`src/hw/la_macros.svh`:
```
`ifndef LA_MACROS_SVH
`define LA_MACROS_SVH

// Datapath widths
`define LA_DATA_W       24
`define LA_RUN_W        8
`define LA_WORD_W       32
`define LA_LEVEL_W      8
`define LA_ADDR_W       15

// Capture buffer
`define LA_FIFO_DEPTH   128

// Register word indices, taken from address bits 11 to 2
`define LA_REG_MASK     10'd0
`define LA_REG_HTHR     10'd1
`define LA_REG_LTHR     10'd2
`define LA_REG_PKT      10'd3

// Reset values
`define LA_HTHR_RST     8'd64
`define LA_LTHR_RST     8'd16
`define LA_PKT_RST      8'd8
`define LA_UNMAPPED_RD  32'hFFFF_FFFF

`endif

```
`src/hw/la_pkg.sv`:
```
`include "la_macros.svh"

package la_pkg;

    typedef logic [`LA_DATA_W-1:0]  la_data_t;
    typedef logic [`LA_RUN_W-1:0]   la_run_t;
    // Run count in the top byte, masked probe data below
    typedef logic [`LA_WORD_W-1:0]  la_word_t;
    typedef logic [`LA_LEVEL_W-1:0] la_level_t;
    typedef logic [`LA_ADDR_W-1:0]  la_addr_t;

    // AXI-Lite master to slave
    typedef struct packed {
        logic                  awvalid;
        la_addr_t              awaddr;
        logic                  wvalid;
        logic [`LA_WORD_W-1:0] wdata;
        logic                  arvalid;
        la_addr_t              araddr;
        logic                  rready;
    } la_axil_req_t;

    // AXI-Lite slave to master
    typedef struct packed {
        logic                  awready;
        logic                  wready;
        logic                  arready;
        logic                  rvalid;
        logic [`LA_WORD_W-1:0] rdata;
    } la_axil_rsp_t;

    typedef struct packed {
        la_data_t  enable_mask;
        la_level_t h_thresh;
        la_level_t l_thresh;
        la_level_t pkt_len;
    } la_cfg_t;

    typedef struct packed {
        la_word_t tdata;
        logic     tlast;
        logic     tvalid;
    } la_axis_t;

    typedef enum logic [2:0] {
        idle,
        read_data,
        read_done,
        write_data,
        write_done
    } la_csr_state_t;

endpackage

```
`src/hw/la_csr.sv`:
```
`include "la_macros.svh"

module la_csr (
    input  logic                 axi_clk,
    input  logic                 axi_reset_n,
    input  la_pkg::la_axil_req_t axil_req_i,
    output la_pkg::la_axil_rsp_t axil_rsp_o,
    output la_pkg::la_cfg_t      cfg_o
);

    la_pkg::la_csr_state_t state;
    la_pkg::la_addr_t      addr_q;
    logic [`LA_WORD_W-1:0] wdata_q;
    logic [`LA_WORD_W-1:0] rdata_q;
    logic [`LA_WORD_W-1:0] rd_value;
    logic [9:0]            reg_idx;
    logic                  awready_q;
    logic                  wready_q;
    logic                  arready_q;
    logic                  rvalid_q;
    la_pkg::la_cfg_t       cfg_q;

    assign reg_idx = addr_q[11:2];

    // Read mux, zero extended
    always_comb begin
        rd_value = '0;
        case (reg_idx)
            `LA_REG_MASK: rd_value[`LA_DATA_W-1:0]  = cfg_q.enable_mask;
            `LA_REG_HTHR: rd_value[`LA_LEVEL_W-1:0] = cfg_q.h_thresh;
            `LA_REG_LTHR: rd_value[`LA_LEVEL_W-1:0] = cfg_q.l_thresh;
            `LA_REG_PKT:  rd_value[`LA_LEVEL_W-1:0] = cfg_q.pkt_len;
            default:      rd_value = `LA_UNMAPPED_RD;
        endcase
    end

    //////////////////////////////////////////////////////////////////////
    // Handshake FSM and configuration registers
    //////////////////////////////////////////////////////////////////////
    always_ff @(posedge axi_clk or negedge axi_reset_n) begin
        if (!axi_reset_n) begin
            state             <= la_pkg::idle;
            awready_q         <= 1'b0;
            wready_q          <= 1'b0;
            arready_q         <= 1'b0;
            rvalid_q          <= 1'b0;
            cfg_q.enable_mask <= '0;
            cfg_q.h_thresh    <= `LA_HTHR_RST;
            cfg_q.l_thresh    <= `LA_LTHR_RST;
            cfg_q.pkt_len     <= `LA_PKT_RST;
        end else begin
            case (state)
                la_pkg::idle: begin
                    // Reads win over writes
                    if (axil_req_i.arvalid) begin
                        arready_q <= 1'b1;
                        state     <= la_pkg::read_data;
                    end else if (axil_req_i.awvalid && axil_req_i.wvalid) begin
                        awready_q <= 1'b1;
                        wready_q  <= 1'b1;
                        state     <= la_pkg::write_done;
                    end else if (axil_req_i.awvalid) begin
                        awready_q <= 1'b1;
                        state     <= la_pkg::write_data;
                    end
                end
                la_pkg::read_data: begin
                    arready_q <= 1'b0;
                    rvalid_q  <= 1'b1;
                    state     <= la_pkg::read_done;
                end
                la_pkg::read_done: begin
                    if (axil_req_i.rready) begin
                        rvalid_q <= 1'b0;
                        state    <= la_pkg::idle;
                    end
                end
                la_pkg::write_data: begin
                    awready_q <= 1'b0;
                    if (axil_req_i.wvalid) begin
                        wready_q <= 1'b1;
                        state    <= la_pkg::write_done;
                    end
                end
                la_pkg::write_done: begin
                    awready_q <= 1'b0;
                    wready_q  <= 1'b0;
                    state     <= la_pkg::idle;
                    // Unmapped index leaves everything as is
                    case (reg_idx)
                        `LA_REG_MASK: cfg_q.enable_mask <= wdata_q[`LA_DATA_W-1:0];
                        `LA_REG_HTHR: cfg_q.h_thresh    <= wdata_q[`LA_LEVEL_W-1:0];
                        `LA_REG_LTHR: cfg_q.l_thresh    <= wdata_q[`LA_LEVEL_W-1:0];
                        `LA_REG_PKT:  cfg_q.pkt_len     <= wdata_q[`LA_LEVEL_W-1:0];
                        default: ;
                    endcase
                end
                default: state <= la_pkg::idle;
            endcase
        end
    end

    // Address, write data and read data latches
    always_ff @(posedge axi_clk) begin
        case (state)
            la_pkg::idle: begin
                if (axil_req_i.arvalid) begin
                    addr_q <= axil_req_i.araddr;
                end else begin
                    addr_q  <= axil_req_i.awaddr;
                    wdata_q <= axil_req_i.wdata;
                end
            end
            la_pkg::write_data: begin
                if (axil_req_i.wvalid) begin
                    wdata_q <= axil_req_i.wdata;
                end
            end
            la_pkg::read_data: rdata_q <= rd_value;
            default: ;
        endcase
    end

    assign axil_rsp_o.awready = awready_q;
    assign axil_rsp_o.wready  = wready_q;
    assign axil_rsp_o.arready = arready_q;
    assign axil_rsp_o.rvalid  = rvalid_q;
    assign axil_rsp_o.rdata   = rdata_q;
    assign cfg_o              = cfg_q;

endmodule

```
`src/hw/la_capture.sv`:
```
module la_capture (
    input  logic              axi_clk,
    input  logic              axi_reset_n,
    input  la_pkg::la_data_t  probe_i,
    input  la_pkg::la_cfg_t   cfg_i,
    input  logic              fifo_full_i,
    output logic              push_o,
    output la_pkg::la_word_t  push_word_o
);

    // Longest run one word can report
    localparam la_pkg::la_run_t run_max = '1;

    la_pkg::la_data_t masked;
    la_pkg::la_data_t last_q;
    la_pkg::la_run_t  run_cnt;
    logic             active;
    logic             changed;
    logic             overflow;

    assign active   = |cfg_i.enable_mask;
    assign masked   = probe_i & cfg_i.enable_mask;
    assign changed  = active && (masked != last_q);
    // Run saturates without a change, report it and start over
    assign overflow = active && !changed && (run_cnt == run_max);

    //////////////////////////////////////////////////////////////////////
    // Change detection and run-length counter
    //////////////////////////////////////////////////////////////////////
    always_ff @(posedge axi_clk or negedge axi_reset_n) begin
        if (!axi_reset_n) begin
            last_q  <= '0;
            run_cnt <= la_pkg::la_run_t'(1);
            push_o  <= 1'b0;
        end else begin
            // Words are lost while the buffer is full
            push_o <= (changed || overflow) && !fifo_full_i;
            if (!active || changed || overflow) begin
                run_cnt <= la_pkg::la_run_t'(1);
            end else begin
                run_cnt <= run_cnt + 1'b1;
            end
            if (changed) begin
                last_q <= masked;
            end
        end
    end

    // On a change the count belongs to the previous value
    // On overflow masked still equals last_q
    always_ff @(posedge axi_clk) begin
        if (changed || overflow) begin
            push_word_o <= {run_cnt, masked};
        end
    end

endmodule

```
`src/hw/la_fifo.sv`:
```
`include "la_macros.svh"

module la_fifo (
    input  logic              axi_clk,
    input  logic              axi_reset_n,
    input  logic              push_i,
    input  la_pkg::la_word_t  push_word_i,
    input  logic              pop_i,
    output la_pkg::la_word_t  head_word_o,
    output la_pkg::la_level_t level_o,
    output logic              full_o
);

    localparam int ptr_w = $clog2(`LA_FIFO_DEPTH);

    la_pkg::la_word_t  mem [`LA_FIFO_DEPTH];
    logic [ptr_w-1:0]  wr_ptr;
    logic [ptr_w-1:0]  rd_ptr;
    logic [ptr_w-1:0]  rd_addr;
    la_pkg::la_level_t level_q;
    logic              push_ok;
    logic              pop_ok;

    assign full_o  = (level_q == la_pkg::la_level_t'(`LA_FIFO_DEPTH));
    assign push_ok = push_i && !full_o;
    assign pop_ok  = pop_i && (level_q != '0);
    // Look ahead so the head register follows a pop back to back
    assign rd_addr = pop_ok ? rd_ptr + 1'b1 : rd_ptr;

    always_ff @(posedge axi_clk or negedge axi_reset_n) begin
        if (!axi_reset_n) begin
            wr_ptr  <= '0;
            rd_ptr  <= '0;
            level_q <= '0;
        end else begin
            if (push_ok) begin
                wr_ptr <= wr_ptr + 1'b1;
            end
            if (pop_ok) begin
                rd_ptr <= rd_ptr + 1'b1;
            end
            case ({push_ok, pop_ok})
                2'b10:   level_q <= level_q + 1'b1;
                2'b01:   level_q <= level_q - 1'b1;
                default: ;
            endcase
        end
    end

    // Inferred dual port memory with registered read
    always_ff @(posedge axi_clk) begin
        if (push_ok) begin
            mem[wr_ptr] <= push_word_i;
        end
        head_word_o <= mem[rd_addr];
    end

    assign level_o = level_q;

endmodule

```
`src/hw/la_stream_out.sv`:
```
module la_stream_out (
    input  logic              axi_clk,
    input  logic              axi_reset_n,
    input  la_pkg::la_cfg_t   cfg_i,
    input  la_pkg::la_word_t  head_word_i,
    input  la_pkg::la_level_t level_i,
    output logic              pop_o,
    output la_pkg::la_axis_t  axis_o,
    input  logic              tready_i,
    output logic              hpri_req_o
);

    typedef enum logic [1:0] {
        st_wait,
        st_fetch,
        st_send
    } pkt_state_t;

    pkt_state_t        state;
    la_pkg::la_level_t beat_cnt;
    logic              tvalid_q;
    logic              last_beat;
    logic              hpri_q;
    logic              pkt_ready;

    // Whole packet must sit in the buffer before it starts
    assign pkt_ready = (level_i != '0) && (level_i >= cfg_i.pkt_len);
    // A zero length acts as a single beat packet
    assign last_beat = (beat_cnt >= cfg_i.pkt_len);
    assign pop_o     = tvalid_q && tready_i;

    //////////////////////////////////////////////////////////////////////
    // Packet FSM
    //////////////////////////////////////////////////////////////////////
    always_ff @(posedge axi_clk or negedge axi_reset_n) begin
        if (!axi_reset_n) begin
            state    <= st_wait;
            beat_cnt <= la_pkg::la_level_t'(1);
            tvalid_q <= 1'b0;
        end else begin
            case (state)
                st_wait: begin
                    beat_cnt <= la_pkg::la_level_t'(1);
                    if (pkt_ready) begin
                        state <= st_fetch;
                    end
                end
                // Head register catches up with the read pointer here
                st_fetch: begin
                    tvalid_q <= 1'b1;
                    state    <= st_send;
                end
                st_send: begin
                    if (tready_i) begin
                        if (last_beat) begin
                            tvalid_q <= 1'b0;
                            state    <= st_wait;
                        end else begin
                            beat_cnt <= beat_cnt + 1'b1;
                        end
                    end
                end
                default: state <= st_wait;
            endcase
        end
    end

    // High priority request with hysteresis between the thresholds
    always_ff @(posedge axi_clk or negedge axi_reset_n) begin
        if (!axi_reset_n) begin
            hpri_q <= 1'b0;
        end else if (level_i >= cfg_i.h_thresh) begin
            hpri_q <= 1'b1;
        end else if (level_i <= cfg_i.l_thresh) begin
            hpri_q <= 1'b0;
        end
    end

    // Head word only moves on a pop, so tdata holds while stalled
    assign axis_o.tdata  = head_word_i;
    assign axis_o.tvalid = tvalid_q;
    assign axis_o.tlast  = tvalid_q && last_beat;
    assign hpri_req_o    = hpri_q;

endmodule

```
`src/hw/logic_analyzer.sv`:
```
module logic_analyzer (
    input  logic                 axi_clk,
    input  logic                 axi_reset_n,
    input  la_pkg::la_axil_req_t axil_req_i,
    output la_pkg::la_axil_rsp_t axil_rsp_o,
    input  la_pkg::la_data_t     probe_i,
    output la_pkg::la_axis_t     axis_o,
    input  logic                 tready_i,
    output logic                 la_hpri_req_o
);

    la_pkg::la_cfg_t   cfg;
    la_pkg::la_word_t  push_word;
    la_pkg::la_word_t  head_word;
    la_pkg::la_level_t level;
    logic              push;
    logic              pop;
    logic              fifo_full;

    //////////////////////////////////////////////////////////////////////
    // Register file, capture, buffer, stream output
    //////////////////////////////////////////////////////////////////////
    la_csr u_csr (
        .axi_clk     (axi_clk),
        .axi_reset_n (axi_reset_n),
        .axil_req_i  (axil_req_i),
        .axil_rsp_o  (axil_rsp_o),
        .cfg_o       (cfg)
    );

    la_capture u_capture (
        .axi_clk     (axi_clk),
        .axi_reset_n (axi_reset_n),
        .probe_i     (probe_i),
        .cfg_i       (cfg),
        .fifo_full_i (fifo_full),
        .push_o      (push),
        .push_word_o (push_word)
    );

    la_fifo u_fifo (
        .axi_clk     (axi_clk),
        .axi_reset_n (axi_reset_n),
        .push_i      (push),
        .push_word_i (push_word),
        .pop_i       (pop),
        .head_word_o (head_word),
        .level_o     (level),
        .full_o      (fifo_full)
    );

    la_stream_out u_stream_out (
        .axi_clk     (axi_clk),
        .axi_reset_n (axi_reset_n),
        .cfg_i       (cfg),
        .head_word_i (head_word),
        .level_i     (level),
        .pop_o       (pop),
        .axis_o      (axis_o),
        .tready_i    (tready_i),
        .hpri_req_o  (la_hpri_req_o)
    );

endmodule

```
`config.mk`:
```
export PLATFORM = sky130hd
export DESIGN_NAME = logic_analyzer
export DESIGN_NICKNAME = d
export VERILOG_FILES = /design/src/hw/la_pkg.sv /design/src/hw/la_csr.sv /design/src/hw/la_capture.sv /design/src/hw/la_fifo.sv /design/src/hw/la_stream_out.sv /design/src/hw/logic_analyzer.sv
export VERILOG_INCLUDE_DIRS = /design/src /design/src/hw
export SDC_FILE = /design/constraint.sdc
export NUM_CORES = 2
export LEC_CHECK = 0
export BUFFER_PORTS_ARGS = -buffer_cell sky130_fd_sc_hd__buf_2
export CAP_MARGIN = 0
export CORE_MARGIN = 5
export CORE_UTILIZATION = 25
export DETAILED_ROUTE_END_ITERATION = 16
export MAX_ROUTING_LAYER = met4
export PLACE_DENSITY_LB_ADDON = 0.15
export SYNTH_ARGS = -nofsm -noshare
export SYNTH_HDL_FRONTEND = slang
export SYNTH_HIERARCHICAL = 1
export SYNTH_SLANG_ARGS = --single-unit
```
`constraint.sdc`:
```
create_clock -name axi_clk -period 13.01 [get_ports axi_clk]
set_clock_uncertainty 0.2 [all_clocks]
set_input_delay 3.2525 -clock axi_clk [delete_from_list [all_inputs] [get_ports axi_clk]]
set_output_delay 3.2525 -clock axi_clk [all_outputs]
set_load 0.1 [all_outputs]
```
==> key figures <==
Clocking
  • CTS Buffer Depth: 4
  • Hold-fix buffers, CTS: 0
  • Clock insertion delay at the later pin of the skew report: around 1.1 ns
  • H-tree depth: 5
  • CTS tree: built
  • Clock Sinks: 4341
  • CTS buffer count: between 400 and 500
  • Clk slew on worst S/H paths: 0.06 ns
  • Buffer count from post-CTS setup fixing: 0
  • Post-CTS Resized: 0
  • Root buffer cell: clkbuf_16

Routing
  • DRC errors left: 0
  • Post-route ant nets: 0
  • Avg WL per Cell: ~30 um
  • WL final: 606000 um
  • Routed vias: between 100k and 150k
  • DRT iter0 DRCs: between 10000 and 15000
  • 1st-pass router iterations: 5
  • Drt via density: 4.91

Power and ir drop
  • LEAKAGE: 58.9 nW
  • Peak supply drop: roughly 0.00021 V
  • P per Cell Area: 217 mW/mm2

Die
  • Cell Rows: 305
  • I/O Pins: approximately 160
  • DIE WIDTH: 841 um
  • Core box area: 0.690 mm2
  • Die H: 841 um
  • Die area: 0.708 mm2
  • Initial Utilization: 25.1%

Synthesis
  • Ys Warns: 6
  • Sequential fraction of the synthesis area: 74.9%
  • Commonest cells in the synthesized netlist: edfxtp_1 (4187), nand2_1 (1408), mux2i_1 (551)
  • Yosys reg bits: 4341
  • Yosys top cell by area: edfxtp_1
  • Mapped Avg Cell Area: approximately 16 um2
  • Xor/xnor share of the synthesized area: 0.171%
  • Synth top area cells: edfxtp_1 (73%), mux4_2 (4.8%), mux2i_1 (3.2%)
  • Post-Synthesis Cell Area: 0.173 mm2
  • Number of flops mapped to enable cells by yosys: approximately 4200
  • Asr flop ratio synth: 2.81%
  • Largest family of logic cells by synthesized area: multiplexers
  • Post-Syn Nets: 10610
  • Synth top area share: 72.8%
  • Complex-gate fraction of the synthesized area: between 7 and 8%
  • Mapped Cells: 10477
  • Cell with the most instances after synthesis: edfxtp_1
  • Most used DFF post-synth: edfxtp_1
  • Adder-cell area share of the yosys netlist: less than 1%
  • Mux cell area share after synthesis: 8.89%
  • Simple-gate share of the synthesized area: 6.00%
  • Synth cell types: 94

Timing
  • Unrepaired setup endpoints after global routing: no
  • Max Freq: 117 MHz
  • Final hold vios: 0
  • Worst-Margin Slew: 1.46 ns
  • Rel. slew slack: 2.58%
  • Period utilization: 65.7%
  • Max-slew violations: 0
  • Setup violators final: 0
  • Min Clock Period, post-route: around 8.6 ns
  • Setup tns final: 0 ns

Worst setup path
  • Worst path max stage delay: around 0.98 ns
  • Largest fanout on the critical path: 77
  • Arr. time, crit path: 9.26 ns
  • WP buf/inv: 5
  • Crit path max-delay family: buffers and inverters
  • Worst Setup Start Kind: input pin
  • Crit-path cells: buf_2 > and2_1 > o21ai_4 > inv_6 > xnor2_4 > buf_12 > inv_8 > and2_2 > buf_4 > nand3_1 > a32oi_1 > a2111oi_4 > or4b_1
  • Req. time, crit path: 13.71 ns
  • CP endpoint kind: register
  • Critical-path top delay cell: a32oi_1
  • Crit Path Class: input pin to register

Run status
  • Failing checks: capacitance limit
  • Status: finished with violations

Cells and area
  • Area Growth Syn to Fin: 16.6%
  • Multi-input logic area: 0.0414 mm2
  • Storage element area: 0.129 mm2
  • Final net count: between 10000 and 15000
  • FILL cells: 68102
  • Cell area after layout: 0.202 mm2
  • Layout cell share with drive strength beyond 1: 17.3%

Global route
  • All-Layer GR Usage: 17.0%
  • Global-route wire length before repair: 826000 um
  • Total grt overflow: 0
  • Largest net degree at the start of global routing: 143
  • Vias in the first global route: 100171
  • Initial antenna violation count: 76

Placement
  • Dpl hpwl: 341000 um
  • DP Area: 0.187 mm2
  • Port Buffers: 145
  • RD Place Congestion: 0.776

Min path
  • Worst hold path type: register to register

Flow run
  • Max cap viols: 1
-- stage by stage --
stage	hold slack [ns]	power (mW)	std cells	util, %	worst slack, ns
2_1_floorplan	0.255	25.3	10477	-	6.08
3_3_place_gp	0.268	31.1	19478	27.0	3.06
3_5_place_dp	0.271	31.1	19479	27.0	3.05
4_1_cts	0.288	44.3	20338	29.2	4.20
5_1_grt	0.292	45.6	20362	29.2	4.15
6_report	0.283	43.7	20412	29.2	4.46
-- final cells by class --
type	instances	area share, %
diodes	74	0.0919
clock buffers	599	6.18
clock inverters	260	1.19
inverters	39	0.0863
multi-input cells	5363	20.6
flip-flops and latches	4341	64.2
well taps	9210	5.72
repair buffers	526	1.95
-- flip-flops by register name, summed over array words and instances (netlist names), 2 cells and up --
name / count
u_csr/cfg_o: 48
u_csr/rdata_q: 25
u_stream_out/state: 2
u_csr/addr_q: 10
u_csr/state: 3
u_capture/run_cnt: 8
u_stream_out/beat_cnt: 8
u_fifo/rd_ptr: 7
u_fifo/head_word_o: 32
u_capture/last_q: 24
u_fifo/wr_ptr: 7
u_fifo/level_o: 8
u_csr/wdata_q: 24
u_fifo/mem: 4096
u_capture/push_word_o: 32
-- cells by family after synthesis --
kind of cell | after synthesis
AND/OR/NAND/NOR | 2366
adder cells (fa/ha/maj) | 40
AO/OA/AOI/OAI | 1872
flip-flops | 4341
XOR/XNOR | 32
multiplexers | 1053
buffers and inverters | 773
-- worst reg2reg max path, stage by stage, from the launching register on --
cell and delay, ns:
dfrtp_1 0.55, or4_1 0.89, o21ai_4 0.93, inv_6 0.50, xnor2_4 0.36, buf_12 0.27, inv_8 0.54, and2_2 0.58
buf_4 0.57, nand3_1 0.17, a32oi_1 0.98, a2111oi_4 0.43, or4b_1 0.60
-- path summary, 6_finish.rpt --
kind                              startpoint                endpoint  slack (ns)  depth (start not counted)
min in group asynchronous        axi_reset_n          u_csr/rvalid_q        2.09                          1
hold / removal              u_csr/wdata_q[8]         u_csr/cfg_o[32]        0.28                          1
hold reg to reg             u_csr/wdata_q[8]         u_csr/cfg_o[32]        0.28                          1
setup reg to reg           u_fifo/level_o[5]  u_fifo/head_word_o[23]        5.34                         12
setup / recovery                    tready_i  u_fifo/head_word_o[23]        4.46                         13
max in group asynchronous        axi_reset_n        u_fifo/rd_ptr[0]        9.09                          2
-- power by group --
group	internal (mW)	switching (mW)	total, mW
sequential	15.3	0.262	15.5
combinational	4.52	10.6	15.1
clock	7.50	5.58	13.1
total	27.3	16.4	43.7
-- placed cells by master, fill, tap and decap left out, types with 92 or more instances in the layout --
master,count
a22oi_1,184
edfxtp_1,4187
a31oi_1,116
dfrtp_1,115
clkinv_1,99
mux2i_1,549
clkbuf_1,109
buf_4,354
nor2_1,134
nand3_1,324
a21oi_1,486
a221oi_1,159
clkbuf_16,471
mux4_2,366
mux2_2,115
o32a_1,92
nand2_1,1402
buf_2,144
o22ai_1,136
nor2_4,145
o21ai_0,129
o211ai_1,94
-- layer usage --
layer,GRT usage (%),share of wire [%]
met5,-,0
met1,23.1,45
met2,27.0,47
met4,4.06,2.5
met3,2.36,5.8
No activity file was read; power rests on OpenSTA's default activity.
